==> src/hdl/spi_cmd_pkg.sv <==
package spi_cmd_pkg;

  // Command word layout
  localparam int CMD_WIDTH    = 12;
  localparam int READ_WIDTH   = 8;
  localparam int RW_BIT       = 11; // 1 selects a write
  localparam int ADDR_MSB     = 10;
  localparam int ADDR_LSB     = 8;
  localparam int RD_ADDR_BITS = 4;  // Type flag plus the address

  // Serial timing in clk cycles
  localparam int SCLK_HALF       = 4;
  localparam int READ_GAP_CYCLES = 100;

  // Counter widths
  localparam int BIT_CNT_WIDTH  = 4;
  localparam int GAP_CNT_WIDTH  = 7;
  localparam int HALF_CNT_WIDTH = $clog2(SCLK_HALF);

  // Frame shifter states
  localparam int STATE_WIDTH = 3;
  localparam logic [STATE_WIDTH-1:0] ST_IDLE    = 3'd0;
  localparam logic [STATE_WIDTH-1:0] ST_WRITE   = 3'd1;
  localparam logic [STATE_WIDTH-1:0] ST_RD_ADDR = 3'd2;
  localparam logic [STATE_WIDTH-1:0] ST_RD_GAP  = 3'd3;
  localparam logic [STATE_WIDTH-1:0] ST_RD_DATA = 3'd4;
  localparam logic [STATE_WIDTH-1:0] ST_DONE    = 3'd5;

endpackage

==> src/hdl/spi_cmd_stage.sv <==
`timescale 1ns/1ns

module spi_cmd_stage
  import spi_cmd_pkg::*;
(
  input  logic                 clk,
  input  logic                 rst_n,
  input  logic [CMD_WIDTH-1:0] cmd_in,
  input  logic                 cmd_vld,
  output logic                 cmd_rdy,
  input  logic                 busy,
  output logic                 frame_start,
  output logic [CMD_WIDTH-1:0] frame_cmd
);

  logic [CMD_WIDTH-1:0] slot_q;
  logic                 full_q;
  logic                 accept;

  // The slot takes a new word only when it is empty
  assign cmd_rdy = !full_q;
  assign accept  = cmd_vld && cmd_rdy;

  // A held command goes out as soon as the shifter is idle
  assign frame_start = full_q && !busy;

  // The shifter copies this word on frame_start, so a new command may refill the slot
  // while the previous frame is still being shifted
  assign frame_cmd = slot_q;

  always_ff @(posedge clk or negedge rst_n)
  begin
    if (!rst_n)
    begin
      full_q <= 1'b0;
    end
    else if (accept)
    begin
      full_q <= 1'b1;
    end
    else if (frame_start)
    begin
      full_q <= 1'b0; // Slot frees on the cycle after launch
    end
  end

  always_ff @(posedge clk)
  begin
    if (accept)
    begin
      slot_q <= cmd_in;
    end
  end

endmodule

==> src/hdl/spi_sclk_gen.sv <==
`timescale 1ns/1ns

module spi_sclk_gen
  import spi_cmd_pkg::*;
(
  input  logic clk,
  input  logic rst_n,
  input  logic sclk_en,
  output logic sclk_level,
  output logic sclk_rise,
  output logic sclk_fall
);

  logic [HALF_CNT_WIDTH-1:0] half_cnt;
  logic                      sclk_q;
  logic                      toggle;

  // Toggle happens on the clk edge that closes the last cycle of a half period
  assign toggle = sclk_en && (half_cnt == HALF_CNT_WIDTH'(SCLK_HALF - 1));

  assign sclk_rise = toggle && !sclk_q;
  assign sclk_fall = toggle && sclk_q;

  // Dropping the enable pulls the pin low in the same cycle
  assign sclk_level = sclk_q && sclk_en;

  always_ff @(posedge clk or negedge rst_n)
  begin
    if (!rst_n)
    begin
      half_cnt <= '0;
      sclk_q   <= 1'b0;
    end
    else if (!sclk_en)
    begin
      half_cnt <= '0;
      sclk_q   <= 1'b0;
    end
    else if (toggle)
    begin
      half_cnt <= '0;
      sclk_q   <= !sclk_q;
    end
    else
    begin
      half_cnt <= half_cnt + 1'b1;
    end
  end

endmodule

==> src/hdl/spi_frame_shifter.sv <==
`timescale 1ns/1ns

module spi_frame_shifter
  import spi_cmd_pkg::*;
(
  input  logic                  clk,
  input  logic                  rst_n,
  input  logic                  frame_start,
  input  logic [CMD_WIDTH-1:0]  frame_cmd,
  output logic                  busy,
  output logic                  sclk_en,
  input  logic                  sclk_rise,
  input  logic                  sclk_fall,
  output logic                  cs_n,
  output logic                  mosi,
  input  logic                  miso,
  output logic                  read_vld,
  output logic [READ_WIDTH-1:0] read_data
);

  logic [STATE_WIDTH-1:0]   state;
  logic [CMD_WIDTH-1:0]     tx_load;
  logic [CMD_WIDTH-1:0]     tx_shift;
  logic [READ_WIDTH-1:0]    rx_shift;
  logic [BIT_CNT_WIDTH-1:0] bit_cnt;
  logic [BIT_CNT_WIDTH-1:0] last_tx_bit;
  logic [GAP_CNT_WIDTH-1:0] gap_cnt;
  logic                     mosi_q;
  logic                     launch;

  assign launch = (state == ST_IDLE) && frame_start;

  // A read only sends the type flag and the address, so that field is moved down to bit 0
  assign tx_load = frame_cmd[RW_BIT] ? frame_cmd :
                   CMD_WIDTH'({frame_cmd[RW_BIT], frame_cmd[ADDR_MSB:ADDR_LSB]});

  assign last_tx_bit = (state == ST_WRITE) ? BIT_CNT_WIDTH'(CMD_WIDTH - 1) :
                                             BIT_CNT_WIDTH'(RD_ADDR_BITS - 1);

  // Chip select is low exactly while the serial clock runs
  assign sclk_en = (state == ST_WRITE) || (state == ST_RD_ADDR) ||
                   (state == ST_RD_DATA) || (state == ST_DONE);
  assign cs_n    = !sclk_en;

  assign busy      = (state != ST_IDLE);
  assign mosi      = mosi_q;
  assign read_vld  = (state == ST_DONE);
  assign read_data = rx_shift;

  always_ff @(posedge clk or negedge rst_n)
  begin
    if (!rst_n)
    begin
      state   <= ST_IDLE;
      bit_cnt <= '0;
      gap_cnt <= '0;
      mosi_q  <= 1'b0;
    end
    else
    begin
      case (state)
        ST_IDLE:
        begin
          if (frame_start)
          begin
            state   <= frame_cmd[RW_BIT] ? ST_WRITE : ST_RD_ADDR;
            bit_cnt <= '0;
            mosi_q  <= tx_load[0]; // First bit is on the pin as cs_n falls
          end
        end
        ST_WRITE, ST_RD_ADDR:
        begin
          if (sclk_fall)
          begin
            if (bit_cnt == last_tx_bit)
            begin
              state   <= (state == ST_WRITE) ? ST_IDLE : ST_RD_GAP;
              bit_cnt <= '0;
              gap_cnt <= '0;
              mosi_q  <= 1'b0;
            end
            else
            begin
              bit_cnt <= bit_cnt + 1'b1;
              mosi_q  <= tx_shift[0];
            end
          end
        end
        ST_RD_GAP:
        begin
          if (gap_cnt == GAP_CNT_WIDTH'(READ_GAP_CYCLES - 1))
          begin
            state <= ST_RD_DATA;
          end
          else
          begin
            gap_cnt <= gap_cnt + 1'b1;
          end
        end
        ST_RD_DATA:
        begin
          if (sclk_rise)
          begin
            if (bit_cnt == BIT_CNT_WIDTH'(READ_WIDTH - 1))
            begin
              state <= ST_DONE; // Last sample taken
            end
            else
            begin
              bit_cnt <= bit_cnt + 1'b1;
            end
          end
        end
        ST_DONE:
        begin
          state <= ST_IDLE;
        end
        default:
        begin
          state <= ST_IDLE;
        end
      endcase
    end
  end

  // Transmit bits leave LSB first and received bits enter MSB first
  always_ff @(posedge clk)
  begin
    if (launch)
    begin
      tx_shift <= tx_load >> 1;
    end
    else if (sclk_fall)
    begin
      tx_shift <= tx_shift >> 1;
    end
    if ((state == ST_RD_DATA) && sclk_rise)
    begin
      rx_shift <= {rx_shift[READ_WIDTH-2:0], miso};
    end
  end

endmodule

==> src/hdl/spi_cmd_master.sv <==
`timescale 1ns/1ns

module spi_cmd_master
  import spi_cmd_pkg::*;
(
  input  logic                  clk,
  input  logic                  rst_n,
  input  logic [CMD_WIDTH-1:0]  cmd_in,
  input  logic                  cmd_vld,
  output logic                  cmd_rdy,
  output logic                  sclk,
  output logic                  cs_n,
  output logic                  mosi,
  input  logic                  miso,
  output logic                  read_vld,
  output logic [READ_WIDTH-1:0] read_data
);

  logic                 frame_start;
  logic [CMD_WIDTH-1:0] frame_cmd;
  logic                 busy;
  logic                 sclk_en;
  logic                 sclk_rise;
  logic                 sclk_fall;

  spi_cmd_stage u_cmd_stage (
    .clk         (clk),
    .rst_n       (rst_n),
    .cmd_in      (cmd_in),
    .cmd_vld     (cmd_vld),
    .cmd_rdy     (cmd_rdy),
    .busy        (busy),
    .frame_start (frame_start),
    .frame_cmd   (frame_cmd)
  );

  spi_sclk_gen u_sclk_gen (
    .clk        (clk),
    .rst_n      (rst_n),
    .sclk_en    (sclk_en),
    .sclk_level (sclk),
    .sclk_rise  (sclk_rise),
    .sclk_fall  (sclk_fall)
  );

  spi_frame_shifter u_frame_shifter (
    .clk         (clk),
    .rst_n       (rst_n),
    .frame_start (frame_start),
    .frame_cmd   (frame_cmd),
    .busy        (busy),
    .sclk_en     (sclk_en),
    .sclk_rise   (sclk_rise),
    .sclk_fall   (sclk_fall),
    .cs_n        (cs_n),
    .mosi        (mosi),
    .miso        (miso),
    .read_vld    (read_vld),
    .read_data   (read_data)
  );

endmodule

==> config.mk <==
export PLATFORM = sky130hd
export DESIGN_NAME = spi_cmd_master
export DESIGN_NICKNAME = d
export VERILOG_FILES = /design/src/hdl/spi_cmd_pkg.sv /design/src/hdl/spi_cmd_stage.sv /design/src/hdl/spi_sclk_gen.sv /design/src/hdl/spi_frame_shifter.sv /design/src/hdl/spi_cmd_master.sv
export SDC_FILE = /design/constraint.sdc
export NUM_CORES = 1
export LEC_CHECK = 0
export BUFFER_PORTS_ARGS = -buffer_cell sky130_fd_sc_hd__buf_2
export CAP_MARGIN = 20
export CORE_ASPECT_RATIO = 1.1
export CORE_UTILIZATION = 62
export DETAILED_ROUTE_END_ITERATION = 12
export GPL_ROUTABILITY_DRIVEN = 0
export MAX_ROUTING_LAYER = met4
export PLACE_DENSITY_LB_ADDON = 0.25
export SETUP_SLACK_MARGIN = 0.4
export SLEW_MARGIN = 5
export SYNTH_ARGS = -nofsm -noshare
export SYNTH_HDL_FRONTEND = slang
export SYNTH_SLANG_ARGS = --single-unit
==> constraint.sdc <==
create_clock -name clk -period 4.84 [get_ports clk]
set_input_delay 0.242 -clock clk [delete_from_list [all_inputs] [get_ports clk]]
set_output_delay 0.242 -clock clk [all_outputs]
set_load 0.02 [all_outputs]
After elaboration in Yosys (flattened, before gate mapping)
Index checks and enable logic that the tools add are counted.

storage, ports and cells
  flip-flop bits (word level) = 50
  input port bits = 16

cells by class
  reduce and logical (&&, ||, !) cells = 27
  eq/ne operators = 18
  $add $sub $neg = 3
  multiplexer cells = 33

operators with widths
  cell                                                   count
  two-way mux 4 bit                                      6
  two-way mux 11 bit                                     2
  two-way mux 7 bit                                      3
  two-way mux 3 bit                                      6
  one-hot mux 7 bit (2 select lines)                     1
  two-way mux 12 bit                                     1
  one-hot mux 3 bit (4 select lines)                     1
  one-hot mux 4 bit (3 select lines)                     1
  inequality test 2 x 1 -> 1 bit, second input constant  5
  logical AND 1 bit                                      8
  two-way mux 2 bit                                      4
  inequality test 2 bit, second input constant           4
  nonzero test 2 bit                                     4
  adder 7 x 1 -> 7 bit, second input constant            1
  == test 7 bit, second input constant                   1
  two-way mux 1 bit                                      7
  == test 3 x 2 -> 1 bit, second input constant          2
  == test 3 bit, second input constant                   2
  AND reduction 6 bit                                    1
  nonzero test 3 bit                                     2
  AND reduction 5 bit                                    1
  adder 4 x 1 -> 4 bit, second input constant            1
  == test 4 x 3 -> 1 bit, second input constant          1
  == test 4 bit                                          1
  10 further kinds                                       15

Longest topological paths before layout
Gate-level depths: netlist of the first run.

  depth in word-level cells = 8
  mapped depth = 6
  mapped depth without buffers = 5

Cells and area by module
A second synthesis of the first run with hierarchy kept.

unflattened totals
  cell total of the unflattened synthesis = 201
  area, all modules = 2356.0 µm²

by module, submodules not included
  module             area each (µm²)  instances  cells an instance
  spi_frame_shifter  1796.7           1          172
  spi_cmd_stage      417.9            1          17
  spi_sclk_gen       141.4            1          12

Least setup slack after synthesis of the first run
Ideal clock, no wire load.

  path kind = register to register
  start point = register u_frame_shifter.state[2]
  end point = register u_frame_shifter.tx_shift[0] (enable)
  clock period less this slack = 2.437 ns
  required time = 4.446 ns
  setup time = 0.394 ns
  slack = 2.403 ns
  stages on the path, launching flop included = 6
  buffers on the path = 2
  arrival time = 2.043 ns
  path through = dfrtp_1 -> buf_2 -> buf_1 -> nor2_1 -> xnor2_1 -> o21ai_0

on the way
  cells in the longest elaborated chain, start to end = 7

RTL lines
  item                                                              RTL line                  text
  start, declared                                                   spi_frame_shifter.sv:21   logic [STATE_WIDTH-1:0] state;
  start signal, assigned                                            spi_frame_shifter.sv:66   state <= frame_cmd[RW_BIT] ? ST_WRITE : ST_RD_ADDR;
  start signal, assigned                                            spi_frame_shifter.sv:77   state <= (state == ST_WRITE) ? ST_IDLE : ST_RD_GAP;
  == test 3 x 1 -> 1 bit or == test 3 x 2 -> 1 bit (tied branches)  spi_frame_shifter.sv:41   assign sclk_en = (state == ST_WRITE) || (state == ST_RD_ADDR) ||
  logical OR 1 bit (2 in a row)                                     spi_frame_shifter.sv:41
  logical OR 1 bit                                                  spi_frame_shifter.sv:42   (state == ST_RD_DATA) || (state == ST_DONE);
  logical AND 1 bit                                                 spi_sclk_gen.sv:19        assign toggle = sclk_en && (half_cnt == HALF_CNT_WIDTH'(SCLK_HALF - 1));
  logical AND 1 bit                                                 spi_sclk_gen.sv:22        assign sclk_fall = toggle && sclk_q;
  nonzero test 2 bit (no source line) (*)                           -
  end signal, assigned                                              spi_frame_shifter.sv:131  tx_shift <= tx_load >> 1;
  end signal, assigned                                              spi_frame_shifter.sv:135  tx_shift <= tx_shift >> 1;
  end, declared                                                     spi_frame_shifter.sv:23   logic [CMD_WIDTH-1:0] tx_shift;

Mark *: on every way between the ends. The rest lies on a longest branch, timed or not.
A chain may end at the register's enable or synchronous reset.

Worst setup path after layout of the first run
  start point = register u_frame_shifter.state[0]
  end point = register u_frame_shifter.state[0]

on the way
  cells in the longest elaborated chain, start to end = 8

RTL lines
  item                                                                                      RTL line
  == test 3 x 1 -> 1 bit or == test 3 x 2 -> 1 bit (tied branches)                          -
  logical OR 1 bit (2 in a row)                                                             spi_frame_shifter.sv:41
  logical OR 1 bit                                                                          spi_frame_shifter.sv:42
  logical AND 1 bit                                                                         spi_sclk_gen.sv:19
  logical AND 1 bit, on equally long branches                                               spi_sclk_gen.sv:21, spi_sclk_gen.sv:22
  inequality test 2 x 1 -> 1 bit (no source line) or inequality test 2 bit (tied branches)  -
  AND reduction 6 bit (no source line)                                                      -

Parallel ways exist; a longest one is shown, timed or not. The select of a mux whose other input is x is not followed.

==> results of run 1 <==
-- logic make-up (layout without fill, tap and decap cells) --
| family | count (synthesis) | count (layout) | synth area share |
|---|---|---|---|
| AO/OA/AOI/OAI | 51 | 51 | 0.1515 |
| XOR/XNOR | 3 | 3 | 0.01097 |
| adder cells (fa/ha/maj) | 3 | 3 | 0.01568 |
| buffers and inverters | 25 | 51 | 0.04702 |
| flip-flops | 50 | 50 | 0.5873 |
| multiplexers | 8 | 8 | 0.03396 |
| AND/OR/NAND/NOR | 70 | 70 | 0.1536 |
-- power by group through the flow --
| stage | registers [mW] | clock network (mW) | logic (mW) |
|---|---|---|---|
| after global placement | 0.582 | 0 | 0.298 |
| after detailed placement | 0.590 | 0 | 0.310 |
| after global routing | 0.590 | 0.328 | 0.353 |
| after floorplan | 0.563 | 0 | 0.258 |
| final | 0.581 | 0.308 | 0.313 |
| after CTS | 0.581 | 0.316 | 0.315 |
-- per-layer routing --
layer | wire length, µm | share of wire | vias to the layer above | global-route usage
met3 | 128 | 0.031 | 8 | 0.05172
met1 | 1826 | 0.44 | 783 | 0.2943
met4 | 71 | 0.017 | 0 | 0.08523
li1 | - | - | 813 | -
met5 | 0 | 0 | - | -
met2 | 2080 | 0.51 | 35 | 0.3628
-- stage by stage --
stage | instance area [µm²] | hold slack [ns] | setup WS, ns
2_1_floorplan | 2395 | -0.05359 | 2.403
3_3_place_gp | 2541 | 0.2007 | 2.777
3_5_place_dp | 2541 | 0.2081 | 2.711
4_1_cts | 2673 | 0.09658 | 2.653
5_1_grt | 2673 | 0.09630 | 2.519
6_report | 2673 | 0.1079 | 2.669
-- sequential cells by signal (all words and copies together), names as in the netlist --
signal	cells
u_cmd_stage.frame_cmd	12
u_cmd_stage.full_q	1
u_frame_shifter.bit_cnt	4
u_frame_shifter.gap_cnt	7
u_frame_shifter.mosi	1
u_frame_shifter.read_data	8
u_frame_shifter.state	3
u_frame_shifter.tx_shift	11
u_sclk_gen.half_cnt	2
u_sclk_gen.sclk_q	1
-- worst paths after layout --
path,startpoint,endpoint,slack [ns],cells after the start
max in group asynchronous,rst_n,u_frame_shifter.gap_cnt[2],4.15,2
min,cmd_in[0],u_cmd_stage.frame_cmd[0],0.11,1
max reg2reg,u_frame_shifter.state[0],u_frame_shifter.state[0],2.67,4
min reg2reg,u_frame_shifter.read_data[1],u_frame_shifter.read_data[2],0.45,0
max,u_frame_shifter.state[0],u_frame_shifter.state[0],2.67,4
min in group asynchronous,rst_n,u_frame_shifter.bit_cnt[3],0.39,2
-- layout by cell type, fill, tap and decap left out, types with 3 or more instances in the layout --
cell       count
o21ai_0       16
clkbuf_8       6
buf_2         28
ha_1           3
edfxtp_1      31
nand3b_1       3
nor2_1        18
inv_1         13
o2111ai_1      4
nand2b_1       4
mux2i_1        7
dfrtp_1       19
and3_1         3
nand2_1       24
nor3_1         3
nand3_1        4
a21oi_1       10
o211ai_1       4
o21a_1         4
-- final cells by class --
type / instances / area [µm²] / area share
flip-flops and latches: 50 / 1406 / 0.5262
multi-input cells: 135 / 875.8 / 0.3277
repair buffers: 30 / 157.7 / 0.05899
clock buffers: 6 / 82.58 / 0.03090
well taps: 50 / 62.56 / 0.02341
inverters: 13 / 48.80 / 0.01826
clock inverters: 2 / 38.79 / 0.01451
==> summary.txt, run 1 <==
Setup path
  • CP max FO: 25
  • Largest stage delay on the critical path: 0.75 ns
  • CP Buf/Inv Count: 0
  • Critical Path Source Type: flip-flop
  • Critical path cell sequence: or4b_4 -> o2111a_1 -> nor3_2 -> mux2_1
  • Family with the most delay on the worst path: simple AND/OR/NAND/NOR gates
  • Worst EP required: 5.03 ns
  • Worst path slowest cell: or4b_4
  • Crit Path Class: flip-flop to flip-flop
  • CP arrival: roughly 2.4 ns
  • Crit path capture type: flip-flop

Timing
  • Setup-failing EPs final: 0
  • Fin. max-slew vios: 0
  • Minimum clock period: around 2.2 ns
  • Slew headroom: 0.3515
  • Clock Skew: 0.006686 ns
  • Fin crit share: 0.4486
  • Worst Max-Slew Pin Slew: 0.9707 ns
  • RSZ-0062 raised after global routing: false
  • Final hold vios: 0
  • Max Fclk: 0.4605 GHz
  • Total negative setup slack: 0 ns

Yosys
  • Most frequent cell after synthesis: edfxtp_1
  • Yosys reg bits: 50
  • Synth cell types: 45
  • Post-synth top area share: 0.3887
  • Mapped Cells: 210
  • Synth area leaders: edfxtp_1 39%, dfrtp_1 20%, nand2_1 3.8%
  • Synthesized cell area: 2395 µm²
  • Syn_nets: between 200 and 250
  • Cell taking the most area after synthesis: edfxtp_1
  • Sequential element share of the synthesized area: 0.5873
  • Post-synth EDFFs: 31
  • Yosys synthesis warning count: 0
  • Post-synth top cells: 31 x edfxtp_1, 24 x nand2_1, 19 x dfrtp_1
  • Syn Area/Cell: between 10 and 15 µm²
  • Top FF cell, synth: edfxtp_1
  • Asr flop ratio synth: 0.3800

Detailed routing
  • DRC Markers: 0
  • DR WL/cell: 14.36 µm
  • Final WL: 4.106 mm
  • Vias post-DR: 1639
  • DR iter-0 viols: 116
  • Drt pass-1 iters: 4
  • Antenna viol nets, final: 0
  • Vias per cell: 5.731

Clock network
  • Clk buf depth: 2
  • TritonCTS sink count: 50
  • Clock latency on the worst-skew pair: 0.31 ns
  • CTS tree: done
  • # hold bufs at CTS: 1
  • Post-CTS sizing: 0
  • Postcts setup bufs: 0
  • H-tree depth: 2
  • CTS clock-pin slew for the worst setup and hold paths: 0.09 ns
  • Clock root buffer: clkbuf_8
  • CTS buffer count: 5

Die
  • Initial core utilization: 0.6553
  • Horiz. Die Dim: 61.26 µm
  • Die height: 67.19 µm
  • Die ar.: around 4100 µm²
  • Row count: 23
  • Core area: 3655 µm²
  • Top Ports: 29

Final layout
  • Final core utilization: 0.7313
  • Fin cells: between 200 and 300
  • NumNets Final: 254
  • Area delta synth->final: 11.60%
  • Share of cells above drive strength 1: 0.1864
  • Antenna cell count: 0
  • Fillers: 257

Global route
  • Largest net degree at the start of global routing: 26
  • Gr usage total: 0.2316
  • Vias in the first global route: 1487
  • Grt total ovfl: 0
  • Initial antenna violation count: 0
  • Global-route wire length before repair: 6.651 mm

Power and ir drop
  • PD cells: 449.6 nW/µm²
  • Clock share of power: 0.257
  • Sw Share: 0.3239
  • Sequential Power Share: 0.483
  • Worst vdd ir: 0.2623 mV
  • Switch Pwr: 0.3891 mW
  • Comb pwr share: 0.260
  • Cell leakage power: 1.110 nW
  • P_int: about 0.81 mW
  • Design Power: ~1.2 mW

Place
  • I/O Buffers: 28
  • DP HPWL: 2.932 mm
  • Placed Cells: approximately 280

Run status
  • Outcome: finished, final reports clean

Job
  • MaxCap Viol Count: 0

Min path
  • Hold Path Class: input pin to flip-flop
Power figures use the tool's default switching activity.
==> inputs of run 2 (changes only) <==
- CORE_UTILIZATION: 62 -> 52
- clock period: 4.84 -> 1.8 ns (I/O delays scaled with it)
==> summary.txt, run 2 (synthesis results as in run 1) <==
Detailed routing
  • DR WL/cell: 15.05 µm (+4.8%)
  • Vias post-DR: 1832 (+12%)
  • Antenna viol nets, final: 0 (unchanged)
  • Final WL: 5.101 mm (+24%)
  • DR iter-0 viols: 101 (-13%)
  • DRC Markers: 0 (unchanged)
  • Vias per cell: 5.404 (-5.7%)
  • Drt pass-1 iters: 4 (unchanged)

Power and ir drop
  • Worst vdd ir: 0.9924 mV (+280%)
  • PD cells: 1145 nW/µm² (+150%)
  • Cell leakage power: 1.390 nW (+25%)
  • Design Power: 3.849 mW (+220%)

Setup path
  • Worst r2r dst: u_frame_shifter.state[0]
  • Critical path cell sequence: or4b_4 -> o21a_1 -> nor3_2 -> mux2_4
  • Worst path slowest cell: or4b_4
  • CP Buf/Inv Count: 0 (unchanged)
  • CP max FO: 2 (-92%)
  • CP arrival: 1.99 ns (-0.37 ns)
  • Critical Path Source Type: flip-flop
  • R2R depth: 4 (unchanged)
  • Worst EP required: 2.00 ns (-3.03 ns)
  • Crit Path Class: flip-flop to flip-flop
  • R2R Setup Slk: 0.01 ns (-2.66 ns)
  • FF-to-FF Start: u_frame_shifter.gap_cnt[3]
  • Largest stage delay on the critical path: 0.55 ns (-0.20 ns)
  • Crit path capture type: flip-flop
  • Family with the most delay on the worst path: simple AND/OR/NAND/NOR gates

Final layout
  • Largest register FFs: 12 (unchanged)
  • Post-route cell area: 3361 µm² (+26%)
  • Commonest cells after routing, fill and taps aside: 31 x edfxtp_1, 25 x buf_2, 24 x nand2_1, 21 x buf_4, 19 x dfrtp_1
  • Area delta synth->final: 40.33%
  • Commonest non-fill, non-tap cell in the layout: edfxtp_1
  • Share of cells above drive strength 1: 0.3754 (+0.1890)
  • Final core utilization: 0.7730 (+0.04169)
  • Antenna cell count: 0 (unchanged)
  • NumNets Final: 303 (+19%)

Place
  • Pre-CTS setup slack: 0.03875 ns (-2.672 ns)
  • DP HPWL: 3.109 mm (+6.1%)
  • I/O Buffers: 28 (unchanged)
  • DP Area: 2783 µm² (+9.5%)

Global route
  • Grt total ovfl: 0 (unchanged)
  • Vias in the first global route: 1754 (+18%)
  • Gr usage total: 0.2298 (-0.001725)
  • Global-route wire length before repair: 7.976 mm (+20%)
  • Largest net degree at the start of global routing: 24 (-7.7%)
  • Initial antenna violation count: 0 (unchanged)

Die
  • Horiz. Die Dim: 66.71 µm (+8.9%)
  • Core area: 4348 µm² (+19%)
  • Top Ports: 29 (unchanged)
  • Initial core utilization: 0.5508 (-0.1045)
  • Row count: 25 (+8.7%)
  • Die height: 73.18 µm (+8.9%)
  • Die ar.: 4881 µm² (+19%)

Timing
  • Max Fclk: 0.5589 GHz (+21%)
  • Worst Max-Slew Pin Slew: 0.5026 ns (-0.4682 ns)
  • Minimum clock period: 1.789 ns (-0.3822 ns)
  • Setup ws final: 0.01085 ns (-2.658 ns)
  • RSZ-0062 raised after global routing: true
  • Final hold vios: 0 (unchanged)
  • Slew headroom: 0.6649 (+0.3134)
  • Clock Skew: 0.01284 ns (+0.006151 ns)
  • Total negative setup slack: 0 ns (unchanged)
  • Fin crit share: 0.9940 (+0.5453)
  • Setup-failing EPs final: 0 (unchanged)
  • Fin. max-slew vios: 0 (unchanged)

Job
  • MaxCap Viol Count: 0 (unchanged)

Run status
  • Outcome: finished, final reports clean

Clock network
  • CTS clock-pin slew for the worst setup and hold paths: 0.11 ns (+0.02 ns)
  • Clk buf depth: 2 (unchanged)
  • TritonCTS sink count: 50 (unchanged)
  • H-tree depth: 2 (unchanged)
  • Clock latency on the worst-skew pair: 0.31 ns (about the same)
  • CTS buffer count: 5 (unchanged)
  • CTS tree: done
  • Clock root buffer: clkbuf_8

Min path
  • Hold Path Class: input pin to asynchronous set/reset pin
-- run 2: how the worst max path moves through the flow --
stage,cells past startpoint,slack (ns),startpoint,end
6_report,4,0.01,u_frame_shifter.gap_cnt[3],u_frame_shifter.state[0]
5_1_grt,4,-0.04,u_frame_shifter.gap_cnt[3],u_frame_shifter.state[0]
4_1_cts,4,0.05,u_frame_shifter.gap_cnt[3],u_frame_shifter.state[0]
3_5_place_dp,4,0.04,u_frame_shifter.gap_cnt[3],u_frame_shifter.state[0]
3_3_place_gp,4,0.07,u_frame_shifter.gap_cnt[3],u_frame_shifter.state[0]
2_1_floorplan,6,-0.02,u_frame_shifter.state[1],u_frame_shifter.state[0]
-- run 2: power by group --
group	switching, mW	internal (mW)
Combinational	0.790	0.811
Clock	0.414	0.291
Sequential	0.174	1.37
Total	1.38	2.47
-- run 2: area by class of cell --
| class | count | area, µm² |
|---|---|---|
| Sequential cell | 50 | 1406 |
| Multi-Input combinational cell | 135 | 1076 |
| Fill cell | 280 | 987.2 |
| Timing Repair Buffer | 79 | 660.6 |
| Clock buffer | 5 | 68.82 |
| Tap cell | 54 | 67.56 |
| Inverter | 13 | 52.55 |
| Clock inverter | 3 | 28.78 |
-- run 2: per-layer routing --
layer  part of all wire  global-route usage
met4              0.018             0.08983
met3              0.037             0.03906
met1               0.43              0.2834
met5                  0                   -
met2               0.51              0.3749
-- run 2: per-stage QoR --
| stage | hold slack (ns) | instances |
|---|---|---|
| floorplan | -0.2056 | 210 |
| global placement | 0.06086 | 302 |
| detailed placement | 0.06434 | 302 |
| CTS | 0.2499 | 337 |
| global route | 0.3118 | 339 |
| finish | 0.2687 | 339 |
-- run 2: timing repair --
action | in CTS | in global routing
resized for setup | 25 | 27
setup buffers | 12 | 2
setup endpoints to repair | 49 | 51
hold buffers | 15 | 0
pin swaps | 12 | 7
hold endpoints to repair | 33 | 0
-- run 2: worst reg2reg max path: stages, from the launching register on --
cell     delay, ns
dfrtp_1       0.41
or4b_4        0.56
o21a_1        0.22
nor3_2        0.18
mux2_4        0.31
